**src/source/decodePkg.sv**
```systemverilog
package decodePkg;

	//////////////////////////////////////////////////////////////////////
	// Instruction fields
	//////////////////////////////////////////////////////////////////////

	typedef logic [31:0] instrT;
	typedef logic [5:0]  opcodeT;
	typedef logic [5:0]  funcT;
	typedef logic [4:0]  regIdxT;

	// Tnew or Tuse in stages, 3 means never
	typedef logic [1:0] stageTimeT;

	localparam stageTimeT tNever = 2'd3;
	localparam regIdxT linkReg = 5'd31;

	// Primary opcodes
	localparam opcodeT opR      = 6'b000000;
	localparam opcodeT opRegImm = 6'b000001;
	localparam opcodeT opJ      = 6'b000010;
	localparam opcodeT opJal    = 6'b000011;
	localparam opcodeT opBeq    = 6'b000100;
	localparam opcodeT opBne    = 6'b000101;
	localparam opcodeT opBlez   = 6'b000110;
	localparam opcodeT opBgtz   = 6'b000111;
	localparam opcodeT opAddi   = 6'b001000;
	localparam opcodeT opAddiu  = 6'b001001;
	localparam opcodeT opSlti   = 6'b001010;
	localparam opcodeT opSltiu  = 6'b001011;
	localparam opcodeT opAndi   = 6'b001100;
	localparam opcodeT opOri    = 6'b001101;
	localparam opcodeT opXori   = 6'b001110;
	localparam opcodeT opLui    = 6'b001111;
	localparam opcodeT opLb     = 6'b100000;
	localparam opcodeT opLh     = 6'b100001;
	localparam opcodeT opLw     = 6'b100011;
	localparam opcodeT opLbu    = 6'b100100;
	localparam opcodeT opLhu    = 6'b100101;
	localparam opcodeT opSb     = 6'b101000;
	localparam opcodeT opSh     = 6'b101001;
	localparam opcodeT opSw     = 6'b101011;

	// R-type function codes
	localparam funcT fnSll  = 6'b000000;
	localparam funcT fnSrl  = 6'b000010;
	localparam funcT fnSra  = 6'b000011;
	localparam funcT fnSllv = 6'b000100;
	localparam funcT fnSrlv = 6'b000110;
	localparam funcT fnSrav = 6'b000111;
	localparam funcT fnJr   = 6'b001000;
	localparam funcT fnJalr = 6'b001001;
	localparam funcT fnAdd  = 6'b100000;
	localparam funcT fnAddu = 6'b100001;
	localparam funcT fnSub  = 6'b100010;
	localparam funcT fnSubu = 6'b100011;
	localparam funcT fnAnd  = 6'b100100;
	localparam funcT fnOr   = 6'b100101;
	localparam funcT fnXor  = 6'b100110;
	localparam funcT fnNor  = 6'b100111;
	localparam funcT fnSlt  = 6'b101010;
	localparam funcT fnSltu = 6'b101011;

	// Selected by rt under opRegImm
	localparam regIdxT rtBltz = 5'b00000;
	localparam regIdxT rtBgez = 5'b00001;

	//////////////////////////////////////////////////////////////////////
	// Control field encodings
	//////////////////////////////////////////////////////////////////////

	typedef enum logic [3:0] {
		aluAdd   = 4'd0,
		aluSub   = 4'd1,
		aluAnd   = 4'd2,
		aluOr    = 4'd3,
		aluSrl   = 4'd4,
		aluSra   = 4'd5,
		aluSll   = 4'd6,
		aluSlt   = 4'd7,
		aluSltu  = 4'd8,
		aluNor   = 4'd9,
		aluXor   = 4'd10,
		aluPassB = 4'd12
	} aluOpT;

	typedef enum logic [1:0] {aSelRs = 2'd0, aSelShamt = 2'd1} aluASelT;
	typedef enum logic [1:0] {bSelRt = 2'd0, bSelImm = 2'd1, bSelLinkPc = 2'd2} aluBSelT;
	typedef enum logic [1:0] {extSign = 2'd0, extZero = 2'd1, extUpper = 2'd2} extOpT;

	typedef enum logic [2:0] {
		ldWord  = 3'd0,
		ldByteU = 3'd1,
		ldByteS = 3'd2,
		ldHalfU = 3'd3,
		ldHalfS = 3'd4
	} loadKindT;

	typedef enum logic [1:0] {stWord = 2'd0, stByte = 2'd1, stHalf = 2'd2} storeKindT;

	typedef enum logic [1:0] {npcSeq = 2'd0, npcImm = 2'd1, npcReg = 2'd2} npcSelT;
	typedef enum logic {npcBranch = 1'b0, npcJump = 1'b1} npcOpT;

	typedef enum logic [2:0] {
		cmpEq  = 3'd0,
		cmpGez = 3'd1,
		cmpGtz = 3'd2,
		cmpLez = 3'd3,
		cmpLtz = 3'd4,
		cmpNe  = 3'd5
	} cmpOpT;

	typedef enum logic [1:0] {destRd = 2'd0, destRt = 2'd1, destLink = 2'd3} destSelT;
	typedef enum logic {wdAlu = 1'b0, wdMem = 1'b1} wdSelT;

	//////////////////////////////////////////////////////////////////////
	// Field extraction
	//////////////////////////////////////////////////////////////////////

	function automatic opcodeT opcodeOf(instrT i);
		return i[31:26];
	endfunction

	function automatic funcT funcOf(instrT i);
		return i[5:0];
	endfunction

	function automatic regIdxT rsOf(instrT i);
		return i[25:21];
	endfunction

	function automatic regIdxT rtOf(instrT i);
		return i[20:16];
	endfunction

	function automatic regIdxT rdOf(instrT i);
		return i[15:11];
	endfunction

endpackage

```
**src/source/aluDecoder.sv**
```systemverilog
`timescale 1ns/1ps

module aluDecoder import decodePkg::*; (
	input  instrT   instr,
	output aluOpT   aluOp,
	output aluASelT aluASel,
	output aluBSelT aluBSel,
	output extOpT   extOp
);

	always_comb begin
		// Unknown and non-ALU instructions fall back to rs + rt
		aluOp   = aluAdd;
		aluASel = aSelRs;
		aluBSel = bSelRt;
		extOp   = extSign;
		case (opcodeOf(instr))
			opR: begin
				case (funcOf(instr))
					fnAdd, fnAddu: aluOp = aluAdd;
					fnSub, fnSubu: aluOp = aluSub;
					fnAnd: aluOp = aluAnd;
					fnOr: aluOp = aluOr;
					fnXor: aluOp = aluXor;
					fnNor: aluOp = aluNor;
					fnSlt: aluOp = aluSlt;
					fnSltu: aluOp = aluSltu;
					fnSllv: aluOp = aluSll;
					fnSrlv: aluOp = aluSrl;
					fnSrav: aluOp = aluSra;
					// Shift amount comes from the instruction
					fnSll: begin
						aluOp   = aluSll;
						aluASel = aSelShamt;
					end
					fnSrl: begin
						aluOp   = aluSrl;
						aluASel = aSelShamt;
					end
					fnSra: begin
						aluOp   = aluSra;
						aluASel = aSelShamt;
					end
					fnJalr: begin
						aluOp   = aluPassB;
						aluBSel = bSelLinkPc;
					end
					default: ;
				endcase
			end
			opAddi, opAddiu: aluBSel = bSelImm;
			opSlti: begin
				aluOp   = aluSlt;
				aluBSel = bSelImm;
			end
			opSltiu: begin
				aluOp   = aluSltu;
				aluBSel = bSelImm;
			end
			opAndi: begin
				aluOp   = aluAnd;
				aluBSel = bSelImm;
				extOp   = extZero;
			end
			opOri: begin
				aluOp   = aluOr;
				aluBSel = bSelImm;
				extOp   = extZero;
			end
			opXori: begin
				aluOp   = aluXor;
				aluBSel = bSelImm;
				extOp   = extZero;
			end
			opLui: begin
				aluOp   = aluPassB;
				aluBSel = bSelImm;
				extOp   = extUpper;
			end
			// Address is base plus signed offset
			opLb, opLbu, opLh, opLhu, opLw, opSb, opSh, opSw: aluBSel = bSelImm;
			opJal: begin
				aluOp   = aluPassB;
				aluBSel = bSelLinkPc;
			end
			default: ;
		endcase
	end

endmodule

```
**src/source/branchDecoder.sv**
```systemverilog
`timescale 1ns/1ps

module branchDecoder import decodePkg::*; (
	input  instrT  instr,
	output npcSelT npcSel,
	output npcOpT  npcOp,
	output cmpOpT  cmpOp
);

	// Load npcSel with npcImm and the compare for a taken-if branch
	always_comb begin
		npcSel = npcSeq;
		npcOp  = npcBranch;
		cmpOp  = cmpEq;
		case (opcodeOf(instr))
			opBeq: npcSel = npcImm;
			opBne: begin
				npcSel = npcImm;
				cmpOp  = cmpNe;
			end
			opBgtz: begin
				npcSel = npcImm;
				cmpOp  = cmpGtz;
			end
			opBlez: begin
				npcSel = npcImm;
				cmpOp  = cmpLez;
			end
			opRegImm: begin
				if (rtOf(instr) == rtBgez) begin
					npcSel = npcImm;
					cmpOp  = cmpGez;
				end else if (rtOf(instr) == rtBltz) begin
					npcSel = npcImm;
					cmpOp  = cmpLtz;
				end
			end
			opJ, opJal: begin
				npcSel = npcImm;
				npcOp  = npcJump;
			end
			opR: begin
				if (funcOf(instr) == fnJr || funcOf(instr) == fnJalr) begin
					npcSel = npcReg;
					npcOp  = npcJump;
				end
			end
			default: ;
		endcase
	end

endmodule

```
**src/source/decodeStage.sv**
```systemverilog
`timescale 1ns/1ps

module decodeStage import decodePkg::*; (
	input  logic      clk,
	input  logic      arstN,
	input  logic      instrValid,
	input  instrT     instr,
	output logic      instrReady,
	output logic      ctrlValid,
	output aluOpT     aluOp,
	output aluASelT   aluASel,
	output aluBSelT   aluBSel,
	output extOpT     extOp,
	output logic      memRead,
	output logic      memWrite,
	output loadKindT  loadKind,
	output storeKindT storeKind,
	output npcSelT    npcSel,
	output npcOpT     npcOp,
	output cmpOpT     cmpOp,
	output logic      regWrite,
	output regIdxT    destReg,
	output wdSelT     wdSel
);

	aluOpT decAluOp;
	aluASelT decAluASel;
	aluBSelT decAluBSel;
	extOpT decExtOp;
	logic decMemRead;
	logic decMemWrite;
	loadKindT decLoadKind;
	storeKindT decStoreKind;
	npcSelT decNpcSel;
	npcOpT decNpcOp;
	cmpOpT decCmpOp;
	logic decRegWrite;
	regIdxT decDestReg;
	wdSelT decWdSel;
	stageTimeT decTNew;
	stageTimeT decTUseRs;
	stageTimeT decTUseRt;

	logic issue;
	logic eValid;
	regIdxT eDest;
	stageTimeT eTNew;
	logic mValid;
	regIdxT mDest;
	stageTimeT mTNew;

	//////////////////////////////////////////////////////////////////////
	// Combinational decode
	//////////////////////////////////////////////////////////////////////

	aluDecoder i_aluDecoder (
		.instr   (instr),
		.aluOp   (decAluOp),
		.aluASel (decAluASel),
		.aluBSel (decAluBSel),
		.extOp   (decExtOp)
	);

	memDecoder i_memDecoder (
		.instr     (instr),
		.memRead   (decMemRead),
		.memWrite  (decMemWrite),
		.loadKind  (decLoadKind),
		.storeKind (decStoreKind)
	);

	branchDecoder i_branchDecoder (
		.instr  (instr),
		.npcSel (decNpcSel),
		.npcOp  (decNpcOp),
		.cmpOp  (decCmpOp)
	);

	hazardTiming i_hazardTiming (
		.instr    (instr),
		.regWrite (decRegWrite),
		.destReg  (decDestReg),
		.wdSel    (decWdSel),
		.tNew     (decTNew),
		.tUseRs   (decTUseRs),
		.tUseRt   (decTUseRt)
	);

	//////////////////////////////////////////////////////////////////////
	// Producers in flight and issue control
	//////////////////////////////////////////////////////////////////////

	producerTrack i_producerTrack (
		.clk        (clk),
		.arstN      (arstN),
		.issue      (issue),
		.issueWrite (decRegWrite),
		.issueDest  (decDestReg),
		.issueTNew  (decTNew),
		.eValid     (eValid),
		.eDest      (eDest),
		.eTNew      (eTNew),
		.mValid     (mValid),
		.mDest      (mDest),
		.mTNew      (mTNew)
	);

	stallControl i_stallControl (
		.clk          (clk),
		.arstN        (arstN),
		.instrValid   (instrValid),
		.instr        (instr),
		.decAluOp     (decAluOp),
		.decAluASel   (decAluASel),
		.decAluBSel   (decAluBSel),
		.decExtOp     (decExtOp),
		.decMemRead   (decMemRead),
		.decMemWrite  (decMemWrite),
		.decLoadKind  (decLoadKind),
		.decStoreKind (decStoreKind),
		.decNpcSel    (decNpcSel),
		.decNpcOp     (decNpcOp),
		.decCmpOp     (decCmpOp),
		.decRegWrite  (decRegWrite),
		.decDestReg   (decDestReg),
		.decWdSel     (decWdSel),
		.tUseRs       (decTUseRs),
		.tUseRt       (decTUseRt),
		.eValid       (eValid),
		.eDest        (eDest),
		.eTNew        (eTNew),
		.mValid       (mValid),
		.mDest        (mDest),
		.mTNew        (mTNew),
		.instrReady   (instrReady),
		.issue        (issue),
		.ctrlValid    (ctrlValid),
		.aluOp        (aluOp),
		.aluASel      (aluASel),
		.aluBSel      (aluBSel),
		.extOp        (extOp),
		.memRead      (memRead),
		.memWrite     (memWrite),
		.loadKind     (loadKind),
		.storeKind    (storeKind),
		.npcSel       (npcSel),
		.npcOp        (npcOp),
		.cmpOp        (cmpOp),
		.regWrite     (regWrite),
		.destReg      (destReg),
		.wdSel        (wdSel)
	);

endmodule

```
**src/source/hazardTiming.sv**
```systemverilog
`timescale 1ns/1ps

module hazardTiming import decodePkg::*; (
	input  instrT     instr,
	output logic      regWrite,
	output regIdxT    destReg,
	output wdSelT     wdSel,
	output stageTimeT tNew,
	output stageTimeT tUseRs,
	output stageTimeT tUseRt
);

	destSelT destSel;
	logic writes;

	always_comb begin
		writes  = 1'b0;
		destSel = destRd;
		wdSel   = wdAlu;
		tNew    = 2'd0;
		tUseRs  = tNever;
		tUseRt  = tNever;
		case (opcodeOf(instr))
			opR: begin
				case (funcOf(instr))
					fnAdd, fnAddu, fnSub, fnSubu, fnSlt, fnSltu, fnAnd, fnOr, fnXor, fnNor,
					fnSll, fnSrl, fnSra, fnSllv, fnSrlv, fnSrav: begin
						writes = 1'b1;
						tNew   = 2'd1;
						tUseRs = 2'd1;
						tUseRt = 2'd1;
					end
					fnJr: tUseRs = 2'd0;
					// Link value is ready at issue
					fnJalr: begin
						writes = 1'b1;
						tUseRs = 2'd0;
					end
					default: ;
				endcase
			end
			opAddi, opAddiu, opSlti, opSltiu, opAndi, opOri, opXori, opLui: begin
				writes  = 1'b1;
				destSel = destRt;
				tNew    = 2'd1;
				tUseRs  = 2'd1;
			end
			opLb, opLbu, opLh, opLhu, opLw: begin
				writes  = 1'b1;
				destSel = destRt;
				wdSel   = wdMem;
				tNew    = 2'd2;
				tUseRs  = 2'd1;
			end
			opSb, opSh, opSw: begin
				tUseRs = 2'd1;
				tUseRt = 2'd1;
			end
			// Branches compare in decode
			opBeq, opBne, opBgtz, opBlez: begin
				tUseRs = 2'd0;
				tUseRt = 2'd0;
			end
			opRegImm: begin
				if (rtOf(instr) == rtBgez || rtOf(instr) == rtBltz)
					tUseRs = 2'd0;
			end
			opJal: begin
				writes  = 1'b1;
				destSel = destLink;
			end
			default: ;
		endcase
	end

	always_comb begin
		case (destSel)
			destRt: destReg = rtOf(instr);
			destLink: destReg = linkReg;
			default: destReg = rdOf(instr);
		endcase
	end

	// Register 0 is never a real producer
	assign regWrite = writes && (destReg != '0);

endmodule

```
**src/source/memDecoder.sv**
```systemverilog
`timescale 1ns/1ps

module memDecoder import decodePkg::*; (
	input  instrT     instr,
	output logic      memRead,
	output logic      memWrite,
	output loadKindT  loadKind,
	output storeKindT storeKind
);

	always_comb begin
		memRead   = 1'b0;
		memWrite  = 1'b0;
		loadKind  = ldWord;
		storeKind = stWord;
		case (opcodeOf(instr))
			opLw: memRead = 1'b1;
			opLb: begin
				memRead  = 1'b1;
				loadKind = ldByteS;
			end
			opLbu: begin
				memRead  = 1'b1;
				loadKind = ldByteU;
			end
			opLh: begin
				memRead  = 1'b1;
				loadKind = ldHalfS;
			end
			opLhu: begin
				memRead  = 1'b1;
				loadKind = ldHalfU;
			end
			opSw: memWrite = 1'b1;
			// Partial stores read the word back to merge into it
			opSb: begin
				memRead   = 1'b1;
				memWrite  = 1'b1;
				storeKind = stByte;
			end
			opSh: begin
				memRead   = 1'b1;
				memWrite  = 1'b1;
				storeKind = stHalf;
			end
			default: ;
		endcase
	end

endmodule

```
**src/source/producerTrack.sv**
```systemverilog
`timescale 1ns/1ps

module producerTrack import decodePkg::*; (
	input  logic      clk,
	input  logic      arstN,
	input  logic      issue,
	input  logic      issueWrite,
	input  regIdxT    issueDest,
	input  stageTimeT issueTNew,
	output logic      eValid,
	output regIdxT    eDest,
	output stageTimeT eTNew,
	output logic      mValid,
	output regIdxT    mDest,
	output stageTimeT mTNew
);

	always_ff @(posedge clk or negedge arstN) begin
		if (!arstN) begin
			eValid <= 1'b0;
			mValid <= 1'b0;
		end else begin
			// Stall cycles push a bubble into E
			eValid <= issue && issueWrite;
			mValid <= eValid;
		end
	end

	always_ff @(posedge clk) begin
		eDest <= issueDest;
		eTNew <= issueTNew;
		mDest <= eDest;
		// One stage closer to the result, floor at 0
		mTNew <= (eTNew == 2'd0) ? 2'd0 : eTNew - 2'd1;
	end

endmodule

```
**src/source/stallControl.sv**
```systemverilog
`timescale 1ns/1ps

module stallControl import decodePkg::*; (
	input  logic      clk,
	input  logic      arstN,
	input  logic      instrValid,
	input  instrT     instr,
	input  aluOpT     decAluOp,
	input  aluASelT   decAluASel,
	input  aluBSelT   decAluBSel,
	input  extOpT     decExtOp,
	input  logic      decMemRead,
	input  logic      decMemWrite,
	input  loadKindT  decLoadKind,
	input  storeKindT decStoreKind,
	input  npcSelT    decNpcSel,
	input  npcOpT     decNpcOp,
	input  cmpOpT     decCmpOp,
	input  logic      decRegWrite,
	input  regIdxT    decDestReg,
	input  wdSelT     decWdSel,
	input  stageTimeT tUseRs,
	input  stageTimeT tUseRt,
	input  logic      eValid,
	input  regIdxT    eDest,
	input  stageTimeT eTNew,
	input  logic      mValid,
	input  regIdxT    mDest,
	input  stageTimeT mTNew,
	output logic      instrReady,
	output logic      issue,
	output logic      ctrlValid,
	output aluOpT     aluOp,
	output aluASelT   aluASel,
	output aluBSelT   aluBSel,
	output extOpT     extOp,
	output logic      memRead,
	output logic      memWrite,
	output loadKindT  loadKind,
	output storeKindT storeKind,
	output npcSelT    npcSel,
	output npcOpT     npcOp,
	output cmpOpT     cmpOp,
	output logic      regWrite,
	output regIdxT    destReg,
	output wdSelT     wdSel
);

	logic hazard;

	// Source must wait while a producer still needs more stages than it has
	function automatic logic srcStall(
		regIdxT src, stageTimeT tUse,
		logic eV, regIdxT eD, stageTimeT eT,
		logic mV, regIdxT mD, stageTimeT mT
	);
		logic eHit;
		logic mHit;
		eHit = eV && (eD == src) && (eT > tUse);
		mHit = mV && (mD == src) && (mT > tUse);
		return (src != '0) && (tUse != tNever) && (eHit || mHit);
	endfunction

	always_comb begin
		hazard = srcStall(rsOf(instr), tUseRs, eValid, eDest, eTNew, mValid, mDest, mTNew)
			|| srcStall(rtOf(instr), tUseRt, eValid, eDest, eTNew, mValid, mDest, mTNew);
	end

	assign instrReady = !hazard;
	assign issue = instrValid && instrReady;

	//////////////////////////////////////////////////////////////////////
	// Output register
	//////////////////////////////////////////////////////////////////////

	always_ff @(posedge clk or negedge arstN) begin
		if (!arstN) begin
			ctrlValid <= 1'b0;
			regWrite  <= 1'b0;
			memRead   <= 1'b0;
			memWrite  <= 1'b0;
			npcSel    <= npcSeq;
		end else begin
			ctrlValid <= issue;
			regWrite  <= issue && decRegWrite;
			memRead   <= issue && decMemRead;
			memWrite  <= issue && decMemWrite;
			npcSel    <= issue ? decNpcSel : npcSeq;
		end
	end

	// Only meaningful while ctrlValid is high
	always_ff @(posedge clk) begin
		if (issue) begin
			aluOp     <= decAluOp;
			aluASel   <= decAluASel;
			aluBSel   <= decAluBSel;
			extOp     <= decExtOp;
			loadKind  <= decLoadKind;
			storeKind <= decStoreKind;
			npcOp     <= decNpcOp;
			cmpOp     <= decCmpOp;
			destReg   <= decDestReg;
			wdSel     <= decWdSel;
		end
	end

endmodule

```
**config.mk**
```make
export PLATFORM = sky130hd
export DESIGN_NAME = decodeStage
export DESIGN_NICKNAME = d
export VERILOG_FILES = /design/src/source/decodePkg.sv /design/src/source/aluDecoder.sv /design/src/source/branchDecoder.sv /design/src/source/decodeStage.sv /design/src/source/hazardTiming.sv /design/src/source/memDecoder.sv /design/src/source/producerTrack.sv /design/src/source/stallControl.sv
export SDC_FILE = /design/constraint.sdc
export NUM_CORES = 1
export LEC_CHECK = 0
export BUFFER_PORTS_ARGS = -buffer_cell sky130_fd_sc_hd__buf_2
export CORE_MARGIN = 5
export CORE_UTILIZATION = 50
export CTS_CLUSTER_SIZE = 16
export DETAILED_ROUTE_END_ITERATION = 8
export PLACE_DENSITY = 0.72
export SYNTH_ARGS = -nofsm -noshare
export SYNTH_HDL_FRONTEND = slang
export SYNTH_SLANG_ARGS = --single-unit
```
**constraint.sdc**
```tcl
create_clock -name clk -period 3.55 [get_ports clk]
set_input_delay 0.1775 -clock clk [delete_from_list [all_inputs] [get_ports clk]]
set_output_delay 0.1775 -clock clk [all_outputs]
set_load 0.01 [all_outputs]
```
Word level (Yosys, flattened, before mapping):

Index checks and enable logic that the tools add are counted.

* bits in registers: 46

* $add $sub $neg: 1
* order comparisons: 4
* equality and inequality tests: 49
* muxes and demuxes: 32
* reduce and logical (&&, ||, !) cells: 50

Operators with widths (count)
* == test 6 bit, second input constant: 18
* == test 6 x 4 -> 1 bit, second input constant: 10
* case mux 4 bit (11 select lines): 1
* == test 6 x 3 -> 1 bit, second input constant: 7
* OR reduction 16 bit: 2
* case mux 4 bit (7 select lines): 1
* == test 6 x 2 -> 1 bit, second input constant: 4
* case mux 2 bit (3 select lines): 4
* case mux 3 bit (4 select lines): 2
* == test 5 bit: 4
* logical AND 1 bit: 17
* OR reduction 17 bit: 1
* case mux 2 bit (2 select lines): 4
* nonzero test 5 bit: 3
* OR reduction 14 bit: 1
* OR reduction 2 bit: 7
* OR reduction 13 bit: 1
* logical NOT 6 bit: 2
* two-way mux 2 bit: 6
* case mux 5 bit (2 select lines): 1
* OR reduction 3 bit: 3
* > comparator 2 bit: 4
* two-way mux 1 bit: 8
* case mux 2 bit (4 select lines): 1
* other kinds (17): 24

Longest topological paths before layout:

* word-level depth: 12
* mapped depth: 13
* mapped depth without buffers: 12

Cells and area by module:

Synthesis repeated with hierarchy kept, for this count alone.

* cell total of the unflattened synthesis: 276
* area, all modules: 2824.0 um^2

By module, submodules not included
* stallControl: times used 1, cells each 105, area an instance 1433.9 um^2, seq. area each 900.9 um^2
* hazardTiming: times used 1, cells each 59, area an instance 406.6 um^2, seq. area each 0.0 um^2
* aluDecoder: times used 1, cells each 57, area an instance 375.4 um^2, seq. area each 0.0 um^2
* producerTrack: times used 1, cells each 22, area an instance 364.1 um^2, seq. area each 330.3 um^2
* branchDecoder: times used 1, cells each 19, area an instance 145.1 um^2, seq. area each 0.0 um^2
* memDecoder: times used 1, cells each 14, area an instance 98.8 um^2, seq. area each 0.0 um^2

Worst setup path before layout:

OpenSTA, ideal clock, no wires.

* kind: in2reg
* from: in instr[30]
* to: reg i_stallControl.aluASel[0], enable pin
* arrival time: 3.572 ns
* slack: -0.428 ns
* stages: 11
* path buffers: 2
* cells stage by stage: buf_2 or4_4 or4_1 buf_2 o32ai_4 ha_1 a21oi_1 nor4_1 o221ai_2 o31ai_4 nor2_1

* cells in the longest elaborated chain, start to end: 10
* elaborated cells between the ends (all ways): 46
* classes of those cells: order compare: 4; eq/ne: 23; mux: 2; reduce/logical: 17

RTL lines
* start: declaration: RTL line decodeStage.sv:7 `input instrT instr,`
* == test 6 x 4 -> 1 bit (tied with other cells): RTL line hazardTiming.sv:23 `case (opcodeOf(instr))`
* OR reduction 16 bit (no line) (tied with other cells)
* case mux 2 bit (4 select lines) / case mux 2 bit (3 select lines) (equally long branches): RTL line hazardTiming.sv:23
* > comparator 2 bit (on tied branches): RTL line stallControl.sv:59, stallControl.sv:60
* logical AND 1 bit (on tied branches): RTL line stallControl.sv:59, stallControl.sv:60
* logical OR 1 bit: RTL line stallControl.sv:61 `return (src != '0) && (tUse != tNever) && (eHit || mHit);`
* logical AND 1 bit: RTL line stallControl.sv:61
* logical OR 1 bit *: RTL line stallControl.sv:66 `|| srcStall(rtOf(instr), tUseRt, eValid, eDest, eTNew, mValid, mDest, mTNew);`
* logical NOT 1 bit *: RTL line stallControl.sv:69 `assign instrReady = !hazard;`
* logical AND 1 bit *: RTL line stallControl.sv:70 `assign issue = instrValid && instrReady;`
* named net i_producerTrack.issue: RTL line producerTrack.sv:6 `input logic issue,`
* end signal: assignment: RTL line stallControl.sv:96 `aluASel <= decAluASel;`
* end: declaration: RTL line stallControl.sv:34 `output aluASelT aluASel,`

Mark *: on every way through the listed nets, which the timed path passes. The rest lies on a longest branch.
A chain may end at the register's enable or synchronous reset.

Final worst setup path:

* from: in instr[17]
* to: out instrReady

* cells in the longest elaborated chain, start to end: 10
* elaborated cells between the ends (all ways): 25
* classes of those cells: order compare: 2; eq/ne: 4; mux: 2; reduce/logical: 17

RTL lines
* == test 5 x 1 -> 1 bit / logical NOT 5 bit (equally long branches): RTL line hazardTiming.sv:65 `if (rtOf(instr) == rtBgez || rtOf(instr) == rtBltz)`
* logical OR 1 bit: RTL line hazardTiming.sv:65
* two-way mux 2 bit: RTL line hazardTiming.sv:65
* case mux 2 bit (4 select lines): RTL line hazardTiming.sv:23
* > comparator 2 bit (on tied branches): RTL line stallControl.sv:59, stallControl.sv:60
* logical AND 1 bit (on tied branches): RTL line stallControl.sv:59, stallControl.sv:60
* logical OR 1 bit: RTL line stallControl.sv:61
* logical AND 1 bit: RTL line stallControl.sv:61
* logical OR 1 bit *: RTL line stallControl.sv:66
* logical NOT 1 bit *: RTL line stallControl.sv:69
* end: declaration: RTL line decodeStage.sv:8 `output logic instrReady,`

Every way passes the cells marked *; elsewhere a longest branch is shown, timed or not.

==> flow_metrics.env <==
export IMPL_status="completed"
export IMPL_grt_pass1_wl_um=9984
export IMPL_rsz0062_at_grt="false"
export IMPL_multi_input_area_sq_mm=0.001237
export IMPL_r2r_start="i_producerTrack.eTNew[0]"
export IMPL_cts_tree="yes"
export IMPL_min_path_type="in -> reg"
export IMPL_holdWs_ns=0.1419
export IMPL_peakVddDrop_v=0.0002497
export IMPL_routed_wl_um=6151
export IMPL_internal_power_mw=0.8234
export IMPL_start_util=0.5082
export IMPL_crit_fanout=6
export IMPL_p_clk_frac=0.277
export IMPL_cts_buffer_depth=2
export IMPL_vias_per_cell=5.475
export IMPL_final_core_util=0.6141
export IMPL_rows=26
export IMPL_clock_sinks=45
export IMPL_drt_pass1_iterations=4
export IMPL_worstHoldStart="instr[13]"
export IMPL_seq_power_share=0.526
export IMPL_fp_dieArea_sq_mm=0.006657
export IMPL_max_cap_viol_count=0
export IMPL_cts_setup_buffers=0
export IMPL_r2r_slack_ns=1.28
export IMPL_synth_cells=266
export IMPL_grt_ovfl_total=0
export IMPL_finalSetupViolCount=0
export IMPL_ys_ff_latch=45
export IMPL_ys_seq_area_frac=0.4590
export IMPL_nNetsFinal=377
export IMPL_cp_end_kind="output port"
export IMPL_antenna_found_initial=0
export IMPL_ys_dominant_reg_cell="edfxtp_1"
export IMPL_ant_nets=0
export IMPL_final_cell_area_sq_mm=0.003097
export IMPL_htreeDepth=2
export IMPL_leakage_nw=1.291
export IMPL_fin_crit_ns=3.209
export IMPL_fin_crit_sh=0.9038
export IMPL_crit_chain="buf_2 -> nor4_1 -> buf_4 -> o21ai_0 -> a221oi_1 -> o2111ai_1 -> ha_1 -> nand2_1 -> nand3_1 -> nor3_1 -> a41oi_1 -> o31ai_4 -> buf_4 -> inv_2 -> buf_2"
export IMPL_synthToLayoutAreaGrowth_pct=20.85
export IMPL_synth_edff_count=24
export IMPL_final_cell_mix="buf_2 (60), nor2_1 (25), edfxtp_1 (24)"
export IMPL_hpwl_um=4783
export IMPL_power_density_mw_per_mm2=371.4
export IMPL_fin_total_pwr_mw=1.150
export IMPL_die_width_um=81.59
export IMPL_die_height_um=81.59
export IMPL_syn_nets=310
export IMPL_yosysWarningCount=0
export IMPL_synth_top_area_frac=0.2813
export IMPL_ios=67
export IMPL_clk_latency_ns=0.30
export IMPL_power_switching_mw=0.3269
export IMPL_drive_gt1_frac=0.2814
export IMPL_fp_coreArea_sq_mm=0.005042
export IMPL_avgRoutedWirePerCell_um=15.23
export IMPL_dr_total_vias=2212
export IMPL_grt_max_degree=26
export IMPL_place_congestion=0.8814
export IMPL_drv_slew=0
export IMPL_synth_top_area_cell="edfxtp_1"
export IMPL_cts_buffers=5
export IMPL_cp_slowest_cell="nor4_1"
export IMPL_grtUsageTotal=0.1987
export IMPL_swShare=0.2842
export IMPL_required_ns=3.37
export IMPL_finalHoldViolations=0
export IMPL_clkTransAtPathRegs_ns=0.09
export IMPL_drc_errors=0
export IMPL_pwr_share_comb=0.197
export IMPL_synth_area_leaders="edfxtp_1 (28%), dfxtp_1 (11%), dfrtp_1 (6.8%)"
export IMPL_fillers=447
export IMPL_max_freq_mhz=311.7
export IMPL_avgSynthCellArea_sq_um=9.633
export IMPL_syn_cell_area_sq_mm=0.002562
export IMPL_start_kind="input pin"
export IMPL_path_class="in -> out"
export IMPL_port_buffers=60
export IMPL_clockRootBuffer="clkbuf_8"
export IMPL_post_dp_cell_area_sq_mm=0.003000
export IMPL_regArea_sq_mm=0.001176
export IMPL_mostFrequentLayoutCell="buf_2"
export IMPL_relSlewSlack=0.5074
export IMPL_first_global_vias=2055
export IMPL_arrival_ns=3.03
export IMPL_skew_ns=0.01021
export IMPL_diodes=0
export IMPL_synth_cell_types=59
export IMPL_crit_path_start="instr[17]"
export IMPL_tns_ns=0
export IMPL_drtIter0Drc=199
export IMPL_critPathMaxStageDelay_ns=0.40
export IMPL_tightest_slew_ns=0.7372
export IMPL_synthArstFlopShare=0.1556
## state kept, by name (all words and copies together), names as in the netlist, 3 cells and up
register / flops
i_producerTrack.mDest: 5
i_stallControl.loadKind: 3
i_stallControl.aluOp: 4
i_producerTrack.eDest: 5
i_stallControl.cmpOp: 3
i_stallControl.destReg: 5
## worst max-delay path, delay by kind of cell
kind | cells | cell delay [ns]
AOI/OAI and AO/OA | 5 | 1.13
adders and majority gates | 1 | 0.34
buffers and inverters | 5 | 0.68
and+or+nand+nor | 4 | 0.70
## synthesized netlist by cell type, types with 3 or more instances
cell,count
xor2_1,5
clkbuf_1,13
nor4_1,9
nor2_1,26
nand3_1,10
or4_1,3
nor2b_1,3
a21oi_1,13
ha_1,9
a31oi_1,4
nor3_1,11
edfxtp_1,24
nand2b_1,8
dfxtp_1,14
inv_1,20
o21ai_0,6
xnor2_1,17
dfrtp_1,7
nand2_1,12
o22ai_1,7
## cells by family (layout without fill, tap and decap cells)
kind of cell / count (synthesis) / count (layout) / share of synthesized area
AND/OR/NAND/NOR: 95 / 95 / 0.1929
XOR/XNOR: 22 / 22 / 0.07519
adder cells (fa/ha/maj): 9 / 9 / 0.04395
multiplexers: 2 / 2 / 0.008301
other: 1 / 1 / 0.001463
buffers and inverters: 38 / 106 / 0.06104
flip-flops: 45 / 45 / 0.4590
AO/OA/AOI/OAI: 54 / 54 / 0.1582
## layout make-up
type                       count  area share
clock inverter                 2    0.004444
multi-input combinational    183      0.3996
sequential                    45      0.3798
inverter                      21     0.02545
timing repair buffer          77      0.1390
tap                           70     0.02828
clock buffer                   6     0.02343
## per-layer routing
metal / GRT usage / vias to the layer above / wire length [um] / part of all wire
met5: 0 / - / 0 / 0
met4: 0.06977 / 0 / 136 / 0.022
met3: 0.04386 / 12 / 524 / 0.085
met2: 0.3094 / 102 / 2740 / 0.45
met1: 0.2727 / 1003 / 2749 / 0.45
li1: - / 1095 / - / -
## final timing paths
kind                                            end  depth (start not counted)
max                                      instrReady                         15
min                        i_producerTrack.eDest[2]                          2
max reg2reg                 i_stallControl.cmpOp[1]                          8
min reg2reg                i_producerTrack.mDest[2]                          0
max in group asynchronous   i_stallControl.memWrite                          2
min in group asynchronous  i_stallControl.npcSel[0]                          2
## power groups by stage
stage	sequential (mW)	combinational [mW]	clock, mW
CTS	0.606	0.228	0.326
finish	0.605	0.227	0.318
floorplan	0.626	0.130	0
global placement	0.616	0.221	0
detailed placement	0.618	0.226	0
global route	0.609	0.253	0.346
## stage by stage
stage | worst slack, ns | std cells
floorplan | 0.2493 | 266
global placement | 0.1328 | 395
detailed placement | 0.06355 | 395
CTS | 0.3296 | 404
global route | 0.07950 | 404
finish | 0.3414 | 404
## timing repair
item / 4_1_cts / 5_1_grt
endpoints found under the hold margin: 7 / 0
resized for setup: 0 / 0
hold buffers: 1 / 0
Note: power is estimated with default switching activity, not from simulation.
